$ cat src/logic/cr16_consts.svh
// widths, memory depth and opcode codes for the cr16 core, included wherever they are needed
`ifndef CR16_CONSTS_SVH
`define CR16_CONSTS_SVH

// datapath
`define CR16_XLEN        16                         // data and instruction word
`define CR16_NREGS       16                         // general registers r0..r15
`define CR16_IMEM_DEPTH  64                         // instruction words, pc wraps here
`define CR16_PC_W        $clog2(`CR16_IMEM_DEPTH)   // 6 bits of pc

// opcode codes, same nibble in both formats
`define CR16_OP_NOP   4'b0000
`define CR16_OP_AND   4'b0001
`define CR16_OP_OR    4'b0010
`define CR16_OP_XOR   4'b0011
`define CR16_OP_LSH   4'b0100
`define CR16_OP_ADD   4'b0101
`define CR16_OP_ADDU  4'b0110
`define CR16_OP_ADDC  4'b0111
`define CR16_OP_NOT   4'b1000
`define CR16_OP_SUB   4'b1001
`define CR16_OP_SUBC  4'b1010
`define CR16_OP_CMP   4'b1011
`define CR16_OP_ASHU  4'b1100
`define CR16_OP_MOV   4'b1101
// 4'b1110 and 4'b1111 are unassigned, decoded as nop

`endif

$ cat src/logic/cr16_pkg.sv
// shared types of the cr16 core: instruction views, decoded control, flags and retire trace
`include "cr16_consts.svh"

package cr16_pkg;

    // register form, top nibble zero
    typedef struct packed {
        logic [3:0] major;  // 4'b0000 selects this view
        logic [3:0] rdest;
        logic [3:0] op;
        logic [3:0] rsrc;
    } cr16_rr_t;

    // immediate form, top nibble is the opcode
    typedef struct packed {
        logic [3:0] op;     // nonzero
        logic [3:0] rdest;
        logic [7:0] imm8;   // signed
    } cr16_ri_t;

    // one fetched word, two ways to read it
    typedef union packed {
        cr16_rr_t rr;
        cr16_ri_t ri;
    } cr16_instr_u;

    typedef struct packed {
        logic [3:0]            op;     // legal opcode, unknown codes become nop
        logic [3:0]            rdest;  // also operand a
        logic [3:0]            rsrc;   // operand b in register form
        logic                  imm_en; // b from imm16
        logic [`CR16_XLEN-1:0] imm16;  // imm8 sign extended
    } cr16_ctrl_t;

    // processor status
    typedef struct packed {
        logic c;  // carry / borrow
        logic f;  // signed overflow
        logic l;  // unsigned less, cmp only
        logic n;  // signed less, cmp only
        logic z;  // equal, cmp only
    } cr16_psr_t;

    typedef struct packed {
        logic                  valid;
        logic [`CR16_PC_W-1:0] pc;
        logic                  reg_we;
        logic [3:0]            rdest;
        logic [`CR16_XLEN-1:0] wdata;
        cr16_psr_t             psr;   // flags after the edge
    } cr16_retire_t;

endpackage

$ cat src/logic/alu.sv
// cr16 alu: operand select, fourteen operations, candidate flags and the psr register
`timescale 1ns/1ps
`include "cr16_consts.svh"

module alu (
    input  logic                        clk,
    input  logic                        reset,
    input  logic                        psr_we,    // s2 pulse
    input  cr16_pkg::cr16_ctrl_t        ctrl,
    input  logic [`CR16_XLEN-1:0]       a,         // rdest value
    input  logic [`CR16_XLEN-1:0]       b_reg,     // rsrc value
    output logic [`CR16_XLEN-1:0]       result,
    output cr16_pkg::cr16_psr_t         next_psr,  // flags after this op
    output cr16_pkg::cr16_psr_t         psr
);

    localparam int W = `CR16_XLEN;

    logic [W-1:0] b;
    logic         cin;
    logic [W:0]   sum;        // msb is carry out
    logic [W:0]   diff;       // msb is borrow
    logic         add_ovf;
    logic         sub_ovf;
    logic [4:0]   amt;        // signed shift count
    logic [4:0]   ramt;       // magnitude for right shifts, up to 16
    logic [W-1:0] shl;
    logic [W-1:0] lsr;
    logic [W-1:0] asr;

    assign b   = ctrl.imm_en ? ctrl.imm16 : b_reg;
    assign cin = ((ctrl.op == `CR16_OP_ADDC) || (ctrl.op == `CR16_OP_SUBC)) ? psr.c : 1'b0;

    assign sum     = {1'b0, a} + {1'b0, b} + {{W{1'b0}}, cin};
    assign diff    = {1'b0, a} - {1'b0, b} - {{W{1'b0}}, cin};
    assign add_ovf = (a[W-1] == b[W-1]) && (sum[W-1] != a[W-1]);   // like signs, sign flips
    assign sub_ovf = (a[W-1] != b[W-1]) && (diff[W-1] != a[W-1]);

    assign amt  = b[4:0];
    assign ramt = 5'd0 - amt;
    assign shl  = a << amt[3:0];
    assign lsr  = a >> ramt;               // 16 clears the word
    assign asr  = $signed(a) >>> ramt;     // 16 fills with the sign

    always_comb begin
        result   = '0;  // cmp and nop write nothing
        next_psr = psr; // untouched unless the op says so
        case (ctrl.op)
            `CR16_OP_ADD, `CR16_OP_ADDC: begin
                result     = sum[W-1:0];
                next_psr.c = sum[W];
                next_psr.f = add_ovf;
            end
            `CR16_OP_ADDU: result = sum[W-1:0];  // cin is 0 here
            `CR16_OP_SUB, `CR16_OP_SUBC: begin
                result     = diff[W-1:0];
                next_psr.c = diff[W];
                next_psr.f = sub_ovf;
            end
            `CR16_OP_CMP: begin
                next_psr.z = (a == b);
                next_psr.l = (a < b);
                next_psr.n = ($signed(a) < $signed(b));
            end
            `CR16_OP_AND:  result = a & b;
            `CR16_OP_OR:   result = a | b;
            `CR16_OP_XOR:  result = a ^ b;
            `CR16_OP_MOV:  result = b;
            `CR16_OP_NOT:  result = ~b;
            `CR16_OP_LSH:  result = amt[4] ? lsr : shl;  // negative count goes right
            `CR16_OP_ASHU: result = amt[4] ? asr : shl;
            default: ;                                   // nop
        endcase
    end

    always_ff @(posedge clk or negedge reset) begin
        if (!reset) begin
            psr <= '0;
        end else if (psr_we) begin
            psr <= next_psr;
        end
    end

endmodule

$ cat src/logic/control_and_decoder.sv
// three state fsm with the instruction register, format decode and the execute strobes
`timescale 1ns/1ps
`include "cr16_consts.svh"

module control_and_decoder (
    input  logic                        clk,
    input  logic                        reset,
    input  logic                        run,      // fsm holds in s0 while low
    input  cr16_pkg::cr16_instr_u       instr,    // memory word at pc
    output logic                        pc_en,    // pc step in s2
    output logic                        ir_en,    // ir load in s1
    output logic                        reg_we,   // regfile write in s2
    output logic                        psr_we,   // flag update in s2
    output logic [`CR16_NREGS-1:0]      reg_en,   // one-hot write select
    output cr16_pkg::cr16_ctrl_t        ctrl
);

    // states
    localparam logic [1:0] S0 = 2'd0;  // fetch
    localparam logic [1:0] S1 = 2'd1;  // decode
    localparam logic [1:0] S2 = 2'd2;  // execute + writeback

    logic [1:0]            state;
    logic [1:0]            next_state;
    cr16_pkg::cr16_instr_u ir;
    logic [3:0]            raw_op;     // opcode before the legality check
    logic                  op_writes;  // class bits from the decoded op
    logic                  op_flags;

    always_ff @(posedge clk or negedge reset) begin
        if (!reset) begin
            state <= S0;
        end else begin
            state <= next_state;
        end
    end

    always_comb begin
        case (state)
            S0:      next_state = run ? S1 : S0;
            S1:      next_state = S2;
            S2:      next_state = S0;  // back to fetch whatever run does
            default: next_state = S0;  // unused code
        endcase
    end

    // ir holds the word for s2
    always_ff @(posedge clk) begin
        if (ir_en) begin
            ir <= instr;
        end
    end

    // format split through the union views
    always_comb begin
        ctrl.rdest = ir.rr.rdest;  // bits 11:8 in both forms
        ctrl.rsrc  = ir.rr.rsrc;   // low imm bits in immediate form
        if (ir.rr.major == 4'd0) begin
            raw_op      = ir.rr.op;
            ctrl.imm_en = 1'b0;
        end else begin
            raw_op      = ir.ri.op;
            ctrl.imm_en = 1'b1;
        end
        ctrl.imm16 = {{(`CR16_XLEN-8){ir.ri.imm8[7]}}, ir.ri.imm8};  // sign extend
    end

    // the two spare codes fall to nop
    always_comb begin
        case (raw_op)
            `CR16_OP_ADD, `CR16_OP_ADDU, `CR16_OP_ADDC,
            `CR16_OP_SUB, `CR16_OP_SUBC, `CR16_OP_CMP,
            `CR16_OP_AND, `CR16_OP_OR,   `CR16_OP_XOR,
            `CR16_OP_MOV, `CR16_OP_LSH,  `CR16_OP_NOT,
            `CR16_OP_ASHU, `CR16_OP_NOP: ctrl.op = raw_op;
            default:                     ctrl.op = `CR16_OP_NOP;
        endcase
    end

    // cmp and nop leave the regfile alone
    assign op_writes = (ctrl.op != `CR16_OP_CMP) && (ctrl.op != `CR16_OP_NOP);
    // flag-neutral ops
    assign op_flags  = (ctrl.op != `CR16_OP_NOP) && (ctrl.op != `CR16_OP_MOV) &&
                       (ctrl.op != `CR16_OP_NOT);

    // strobes decoded from state only
    assign ir_en  = (state == S1);
    assign pc_en  = (state == S2);
    assign reg_we = (state == S2) && op_writes;
    assign psr_we = (state == S2) && op_flags;

    // one-hot rdest only while writing
    assign reg_en = reg_we ? (`CR16_NREGS'(1) << ctrl.rdest) : '0;

endmodule

$ cat src/logic/cr16_core.sv
// top of the cr16 core: fetch, decode, regfile and alu wired up, plus the per-instruction retire trace
`timescale 1ns/1ps
`include "cr16_consts.svh"

module cr16_core (
    input  logic                        clk,
    input  logic                        reset,
    input  logic                        run,
    input  logic                        imem_we,
    input  logic [`CR16_PC_W-1:0]       imem_addr,
    input  logic [`CR16_XLEN-1:0]       imem_wdata,
    output cr16_pkg::cr16_retire_t      retire
);

    logic                    pc_en;
    logic                    reg_we;
    logic                    psr_we;
    logic [`CR16_NREGS-1:0]  reg_en;
    logic [`CR16_PC_W-1:0]   pc;
    cr16_pkg::cr16_instr_u   instr;
    cr16_pkg::cr16_ctrl_t    ctrl;
    logic [`CR16_XLEN-1:0]   rdata_a;
    logic [`CR16_XLEN-1:0]   rdata_b;
    logic [`CR16_XLEN-1:0]   result;
    cr16_pkg::cr16_psr_t     next_psr;
    cr16_pkg::cr16_psr_t     psr;

    fetch_unit u_fetch (
        .clk        (clk),
        .reset      (reset),
        .imem_we    (imem_we),
        .imem_addr  (imem_addr),
        .imem_wdata (imem_wdata),
        .pc_en      (pc_en),
        .pc         (pc),
        .instr      (instr)
    );

    control_and_decoder u_ctrl (
        .clk    (clk),
        .reset  (reset),
        .run    (run),
        .instr  (instr),
        .pc_en  (pc_en),
        .ir_en  (),          // ir load stays inside the decoder
        .reg_we (reg_we),
        .psr_we (psr_we),
        .reg_en (reg_en),
        .ctrl   (ctrl)
    );

    register_file u_regs (
        .clk     (clk),
        .reset   (reset),
        .reg_we  (reg_we),
        .reg_en  (reg_en),
        .wdata   (result),
        .raddr_a (ctrl.rdest),
        .raddr_b (ctrl.rsrc),
        .rdata_a (rdata_a),
        .rdata_b (rdata_b)
    );

    alu u_alu (
        .clk      (clk),
        .reset    (reset),
        .psr_we   (psr_we),
        .ctrl     (ctrl),
        .a        (rdata_a),
        .b_reg    (rdata_b),
        .result   (result),
        .next_psr (next_psr),
        .psr      (psr)
    );

    // one record per s2, pc not yet stepped
    assign retire.valid  = pc_en;
    assign retire.pc     = pc;
    assign retire.reg_we = reg_we;
    assign retire.rdest  = ctrl.rdest;
    assign retire.wdata  = result;
    assign retire.psr    = psr_we ? next_psr : psr;  // value after the edge

endmodule

$ cat src/logic/fetch_unit.sv
// instruction memory with a load port and the program counter, stepped once per instruction
`timescale 1ns/1ps
`include "cr16_consts.svh"

module fetch_unit (
    input  logic                        clk,
    input  logic                        reset,
    input  logic                        imem_we,    // program load, run low
    input  logic [`CR16_PC_W-1:0]       imem_addr,
    input  logic [`CR16_XLEN-1:0]       imem_wdata,
    input  logic                        pc_en,      // one pulse per retire
    output logic [`CR16_PC_W-1:0]       pc,
    output cr16_pkg::cr16_instr_u       instr
);

    localparam int DEPTH = `CR16_IMEM_DEPTH;

    logic [`CR16_XLEN-1:0] imem [DEPTH];  // no reset, contents come from the load port
    logic [`CR16_PC_W-1:0] pc_next;

    // load port
    always_ff @(posedge clk) begin
        if (imem_we) begin
            imem[imem_addr] <= imem_wdata;
        end
    end

    // wrap at depth, explicit so a non power of two depth still works
    always_comb begin
        if (pc == `CR16_PC_W'(DEPTH - 1)) begin
            pc_next = '0;
        end else begin
            pc_next = pc + 1'b1;
        end
    end

    always_ff @(posedge clk or negedge reset) begin
        if (!reset) begin
            pc <= '0;
        end else if (pc_en) begin
            pc <= pc_next;  // moves at the end of s2
        end
    end

    // async read, ir samples it in s1
    assign instr = imem[pc];

endmodule

$ cat src/logic/register_file.sv
// sixteen general registers, one-hot write on the clock edge and two async read ports
`timescale 1ns/1ps
`include "cr16_consts.svh"

module register_file (
    input  logic                        clk,
    input  logic                        reset,
    input  logic                        reg_we,
    input  logic [`CR16_NREGS-1:0]      reg_en,   // one-hot
    input  logic [`CR16_XLEN-1:0]       wdata,    // alu result
    input  logic [3:0]                  raddr_a,  // rdest
    input  logic [3:0]                  raddr_b,  // rsrc
    output logic [`CR16_XLEN-1:0]       rdata_a,
    output logic [`CR16_XLEN-1:0]       rdata_b
);

    localparam int NREGS = `CR16_NREGS;

    logic [`CR16_XLEN-1:0] regs [NREGS];

    // cleared so every program starts from zero
    always_ff @(posedge clk or negedge reset) begin
        if (!reset) begin
            for (int i = 0; i < NREGS; i++) begin
                regs[i] <= '0;
            end
        end else if (reg_we) begin
            for (int i = 0; i < NREGS; i++) begin
                if (reg_en[i]) begin
                    regs[i] <= wdata;
                end
            end
        end
    end

    // no bypass, write lands after the s2 edge
    assign rdata_a = regs[raddr_a];
    assign rdata_b = regs[raddr_b];

endmodule

$ cat config.mk
export PLATFORM = sky130hd
export DESIGN_NAME = cr16_core
export DESIGN_NICKNAME = d
export VERILOG_FILES = /design/src/logic/cr16_pkg.sv /design/src/logic/alu.sv /design/src/logic/control_and_decoder.sv /design/src/logic/cr16_core.sv /design/src/logic/fetch_unit.sv /design/src/logic/register_file.sv
export VERILOG_INCLUDE_DIRS = /design/src /design/src/logic
export SDC_FILE = /design/constraint.sdc
export NUM_CORES = 2
export LEC_CHECK = 0
export ABC_AREA = 1
export BUFFER_PORTS_ARGS = -buffer_cell sky130_fd_sc_hd__buf_2
export CAP_MARGIN = 20
export CORE_MARGIN = 4
export CORE_UTILIZATION = 55
export DETAILED_ROUTE_END_ITERATION = 8
export MAX_ROUTING_LAYER = met4
export PLACE_DENSITY = 0.74
export SLEW_MARGIN = 15
export SYNTH_ARGS = -nofsm -noshare
export SYNTH_HDL_FRONTEND = slang
export SYNTH_SLANG_ARGS = --single-unit
$ cat constraint.sdc
create_clock -name clk -period 3.95 [get_ports clk]
set_clock_uncertainty 0.15 [all_clocks]
set_input_delay 0.1975 -clock clk [delete_from_list [all_inputs] [get_ports clk]]
set_output_delay 0.1975 -clock clk [all_outputs]
set_load 0.02 [all_outputs]
==> impl_metrics.csv <==
group,metric,value,unit
clock_tree,ctsHtreeMaxLevel,4,
final_layout,multi_input_area,21740,um2
clock_tree,clock_sinks,1309,
timing,max_slew.worst_pin.slew,1080,ps
grt,grt_pass1_wl,310800,um
placement,portBuffers,58,
clock_tree,root_buffer,"clkbuf_16",
placement,hpwlAfterDp,135200,um
pwr,peakVddDrop,0.7091,mV
grt,grt_max_degree,129,
floorplan,fp-row-count,121,
floorplan,initial_core_util,55.69,%
pwr,switching_power,27.16,mW
clock_tree,max-clock-path-buffers,3,
routing,dr_total_vias,51020,
clock_tree,clk_pin_slew,60,ps
pwr,comb_power_share,53.8,%
clock_tree,cts-buffers-inserted,135,
synth,synth_top_area_share,51.30,%
timing,fin_crit_sh,127.6,%
timing,period_needed,5039,ps
placement,place_area,66980,um2
synth,synth_area,60870,um2
routing,drtPass1Iterations,8,
synth,ys_ff_latch,1309,
routing,wl_per_cell,25.66,um
grt,grt_pass1_vias,48170,
setup_path,worstSetupStartpointType,"flip-flop",
timing,postLayoutSetupSlackWorst,-1089,ps
pwr,powerDensity,855.0,nW/um2
synth,synth-edff-count,1040,
floorplan,die_h,340.7,um
synth,yosysUniqueCellTypes,62,
final_layout,nets,6789,
clock_tree,cts_tree,"yes",
synth,synth-seq-area-share,62.36,%
pwr,pwr-share-seq,26.1,%
clock_tree,clk_latency,760,ps
synth,syn-mean-instance-area,10.05,um2
job,max_cap_violations,0,
synth,synth-main-ff-cell,"edfxtp_1",
floorplan,coreArea,109300,um2
timing,timing.fmax,198.5,MHz
synth,yosysWarnings,0,
hold_path,hp-class,"in2reg",
floorplan,die_w,340.7,um
setup_path,end_kind,"primary output",
synth,synth-async-reset-ratio,20.55,%
grt,grtUsageTotal,36.76,%
synth,synth_common_cells,"nand2_1 (1312), edfxtp_1 (1040), nor2_1 (837)",
pwr,p_int,37.19,mW
setup_path,crit_fanout,10,
synth,yosysTopAreaCell,"edfxtp_1",
final_layout,fin_util,68.85,%
final_layout,syn_to_final_growth,23.64,%
status,status,"finished, violations left",
pwr,p_leak,29.34,nW
routing,wl,212000,um
routing,drc,0,
pwr,sw_frac_of_total,42.21,%
routing,ant_nets,0,
timing,rsz0062_at_grt,"yes",
timing,final_hold_viol_count,0,
routing,drt-vias-per-instance,6.175,
synth,synthTopCellsByArea,"edfxtp_1 (51%), dfrtp_1 (11%), nand2_1 (8.1%)",
placement,gp_congestion,1.023,
final_layout,nFillCells,8078,
routing,drt_iter0_drc,6916,
grt,antenna_found_initial,3,
floorplan,dieArea,116100,um2
final_layout,fin_area,75260,um2
grt,grt_remaining_overflow,0,
synth,netlist_instances,6055,
timing,finalSetupViolCount,276,
final_layout,drive_above_1_share,22.28,%
timing,relSlewSlack,27.94,%
setup_path,required,3600,ps
synth,synth_most_common_cell,"nand2_1",
pwr,clockPowerShare,20.1,%
final_layout,regArea,37970,um2
pwr,power,64.35,mW
synth,synthesis.nets,6167,
status,violations,"negative setup slack",
setup_path,path_class,"reg2out",
floorplan,io_pins,59,
timing,drv_slew,0,
setup_path,cp.arrival,4690,ps
==> cells by family (layout without fill, tap and decap cells) <==
kind of cell	count (synthesis)	after routing	share of synthesized area (%)
AND/OR/NAND/NOR	2624	2624	17.80
AO/OA/AOI/OAI	1355	1355	12.92
flip-flops	1309	1309	62.36
buffers and inverters	667	1395	4.902
adder cells (fa/ha/maj)	86	86	1.817
XOR/XNOR	14	14	0.2014
other	0	4	0
==> state kept, by name, indices dropped and copies added, names as in the netlist <==
name,count
u_fetch.pc,6
u_ctrl.state,2
u_regs.regs,256
u_alu.psr,5
u_ctrl.ir,16
u_fetch.imem,1024
==> worst max-delay path, cell delays in order (launching register included) <==
cell and delay [ps]:
edfxtp_1 460, buf_6 170, inv_8 90, buf_12 150, buf_12 120, o21ai_0 80
nand3_1 230, nand2_1 130, a31oi_2 210, nor2_4 70, ha_4 270, inv_2 40
ha_4 280, nand2_4 70, nor3_4 170, nand2_2 70, nand3_2 80, a21oi_2 50
o21bai_1 220, nand2_1 100, nand2_1 80, nand2_1 70, nand3_2 110, o2111ai_2 110
nor2_2 200, nand2_4 130, buf_6 160
==> cells in the final DEF (no fill, tap or decap), types with 71 or more instances in the layout <==
cell       Yosys  layout
a21oi_1      177     150
o221ai_1     110     109
o21ai_0      687     632
dfrtp_1      269     266
buf_12         0      71
nor2_1       837     808
inv_1        245     211
nand3_1      301     253
nand2_1     1312    1190
o21ai_1       40      77
edfxtp_1    1040    1040
o22ai_1      186     182
nand2_2       25     123
buf_6         38      71
buf_4         29     641
clkbuf_16      0     139
==> repair_timing <==
item / in CTS / in global routing
setup buffers: 83 / 20
resized for setup: 481 / 152
pin swaps: 153 / 92
cloned: 14 / 1
hold buffers: 21 / 3
setup endpoints to repair: 281 / 280
hold endpoints to repair: 709 / 192
==> layout make-up <==
cell class,instances,share of cell area (%)
flip-flops and latches,1309,50.45
multi-input cells,4079,28.89
diodes,4,0.01330
clock inverters,61,1.029
well taps,1476,2.454
inverters,284,1.506
clock buffers,182,4.941
repair inverters,1,0.009975
repair buffers,867,10.70
==> metal layers <==
layer / share of wire, % / global-route usage [%] / vias up / routed length, um
met2: 47 / 57.03 / 3102 / 99020
met1: 37 / 45.95 / 24730 / 78100
met3: 9.0 / 5.450 / 668 / 18980
li1: - / - / 22520 / -
met4: 7.5 / 22.60 / 0 / 15920
met5: 0 / - / - / 0
==> power groups by stage <==
stage	combinational [mW]	sequential, mW	clock (mW)
floorplan	15.4	16.7	0
global placement	28.0	17.0	0
detailed placement	28.2	17.0	0
CTS	32.6	16.8	13.0
global route	36.5	16.9	13.6
finish	34.6	16.8	12.9
==> through the flow <==
step / setup TNS, ps / std cells / worst slack, ps / hold WS [ps]
after detailed placement: -121140 / 7880 / -703.6 / 104.0
after floorplan: -91.60 / 6055 / -10.18 / -248.1
after global routing: -139860 / 8262 / -1256 / 33.15
after CTS: -76480 / 8237 / -1042 / 6.664
after global placement: -107810 / 7880 / -595.3 / 101.8
final: -94480 / 8263 / -1089 / 27.00
==> final timing paths <==
kind | start | to | slack (ps) | depth (start not counted)
min reg2reg | u_ctrl.state[1]$_DFF_PN0_ | u_ctrl.state[0]$_DFF_PN0_ | 310 | 1
min in group asynchronous | reset | u_regs.regs[251]$_DFFE_PN0P_ | 470 | 4
min | imem_wdata[6] | u_fetch.imem[16][6]$_DFFE_PP_ | 30 | 2
max | u_ctrl.ir[0]$_DFFE_PP_ | retire[17] | -1090 | 26
max reg2reg | u_ctrl.ir[0]$_DFFE_PP_ | u_regs.regs[220]$_DFFE_PN0P_ | -660 | 30
max in group asynchronous | reset | u_fetch.pc[0]$_DFFE_PN0P_ | 2550 | 4
Note: power is estimated with default switching activity, not from simulation.
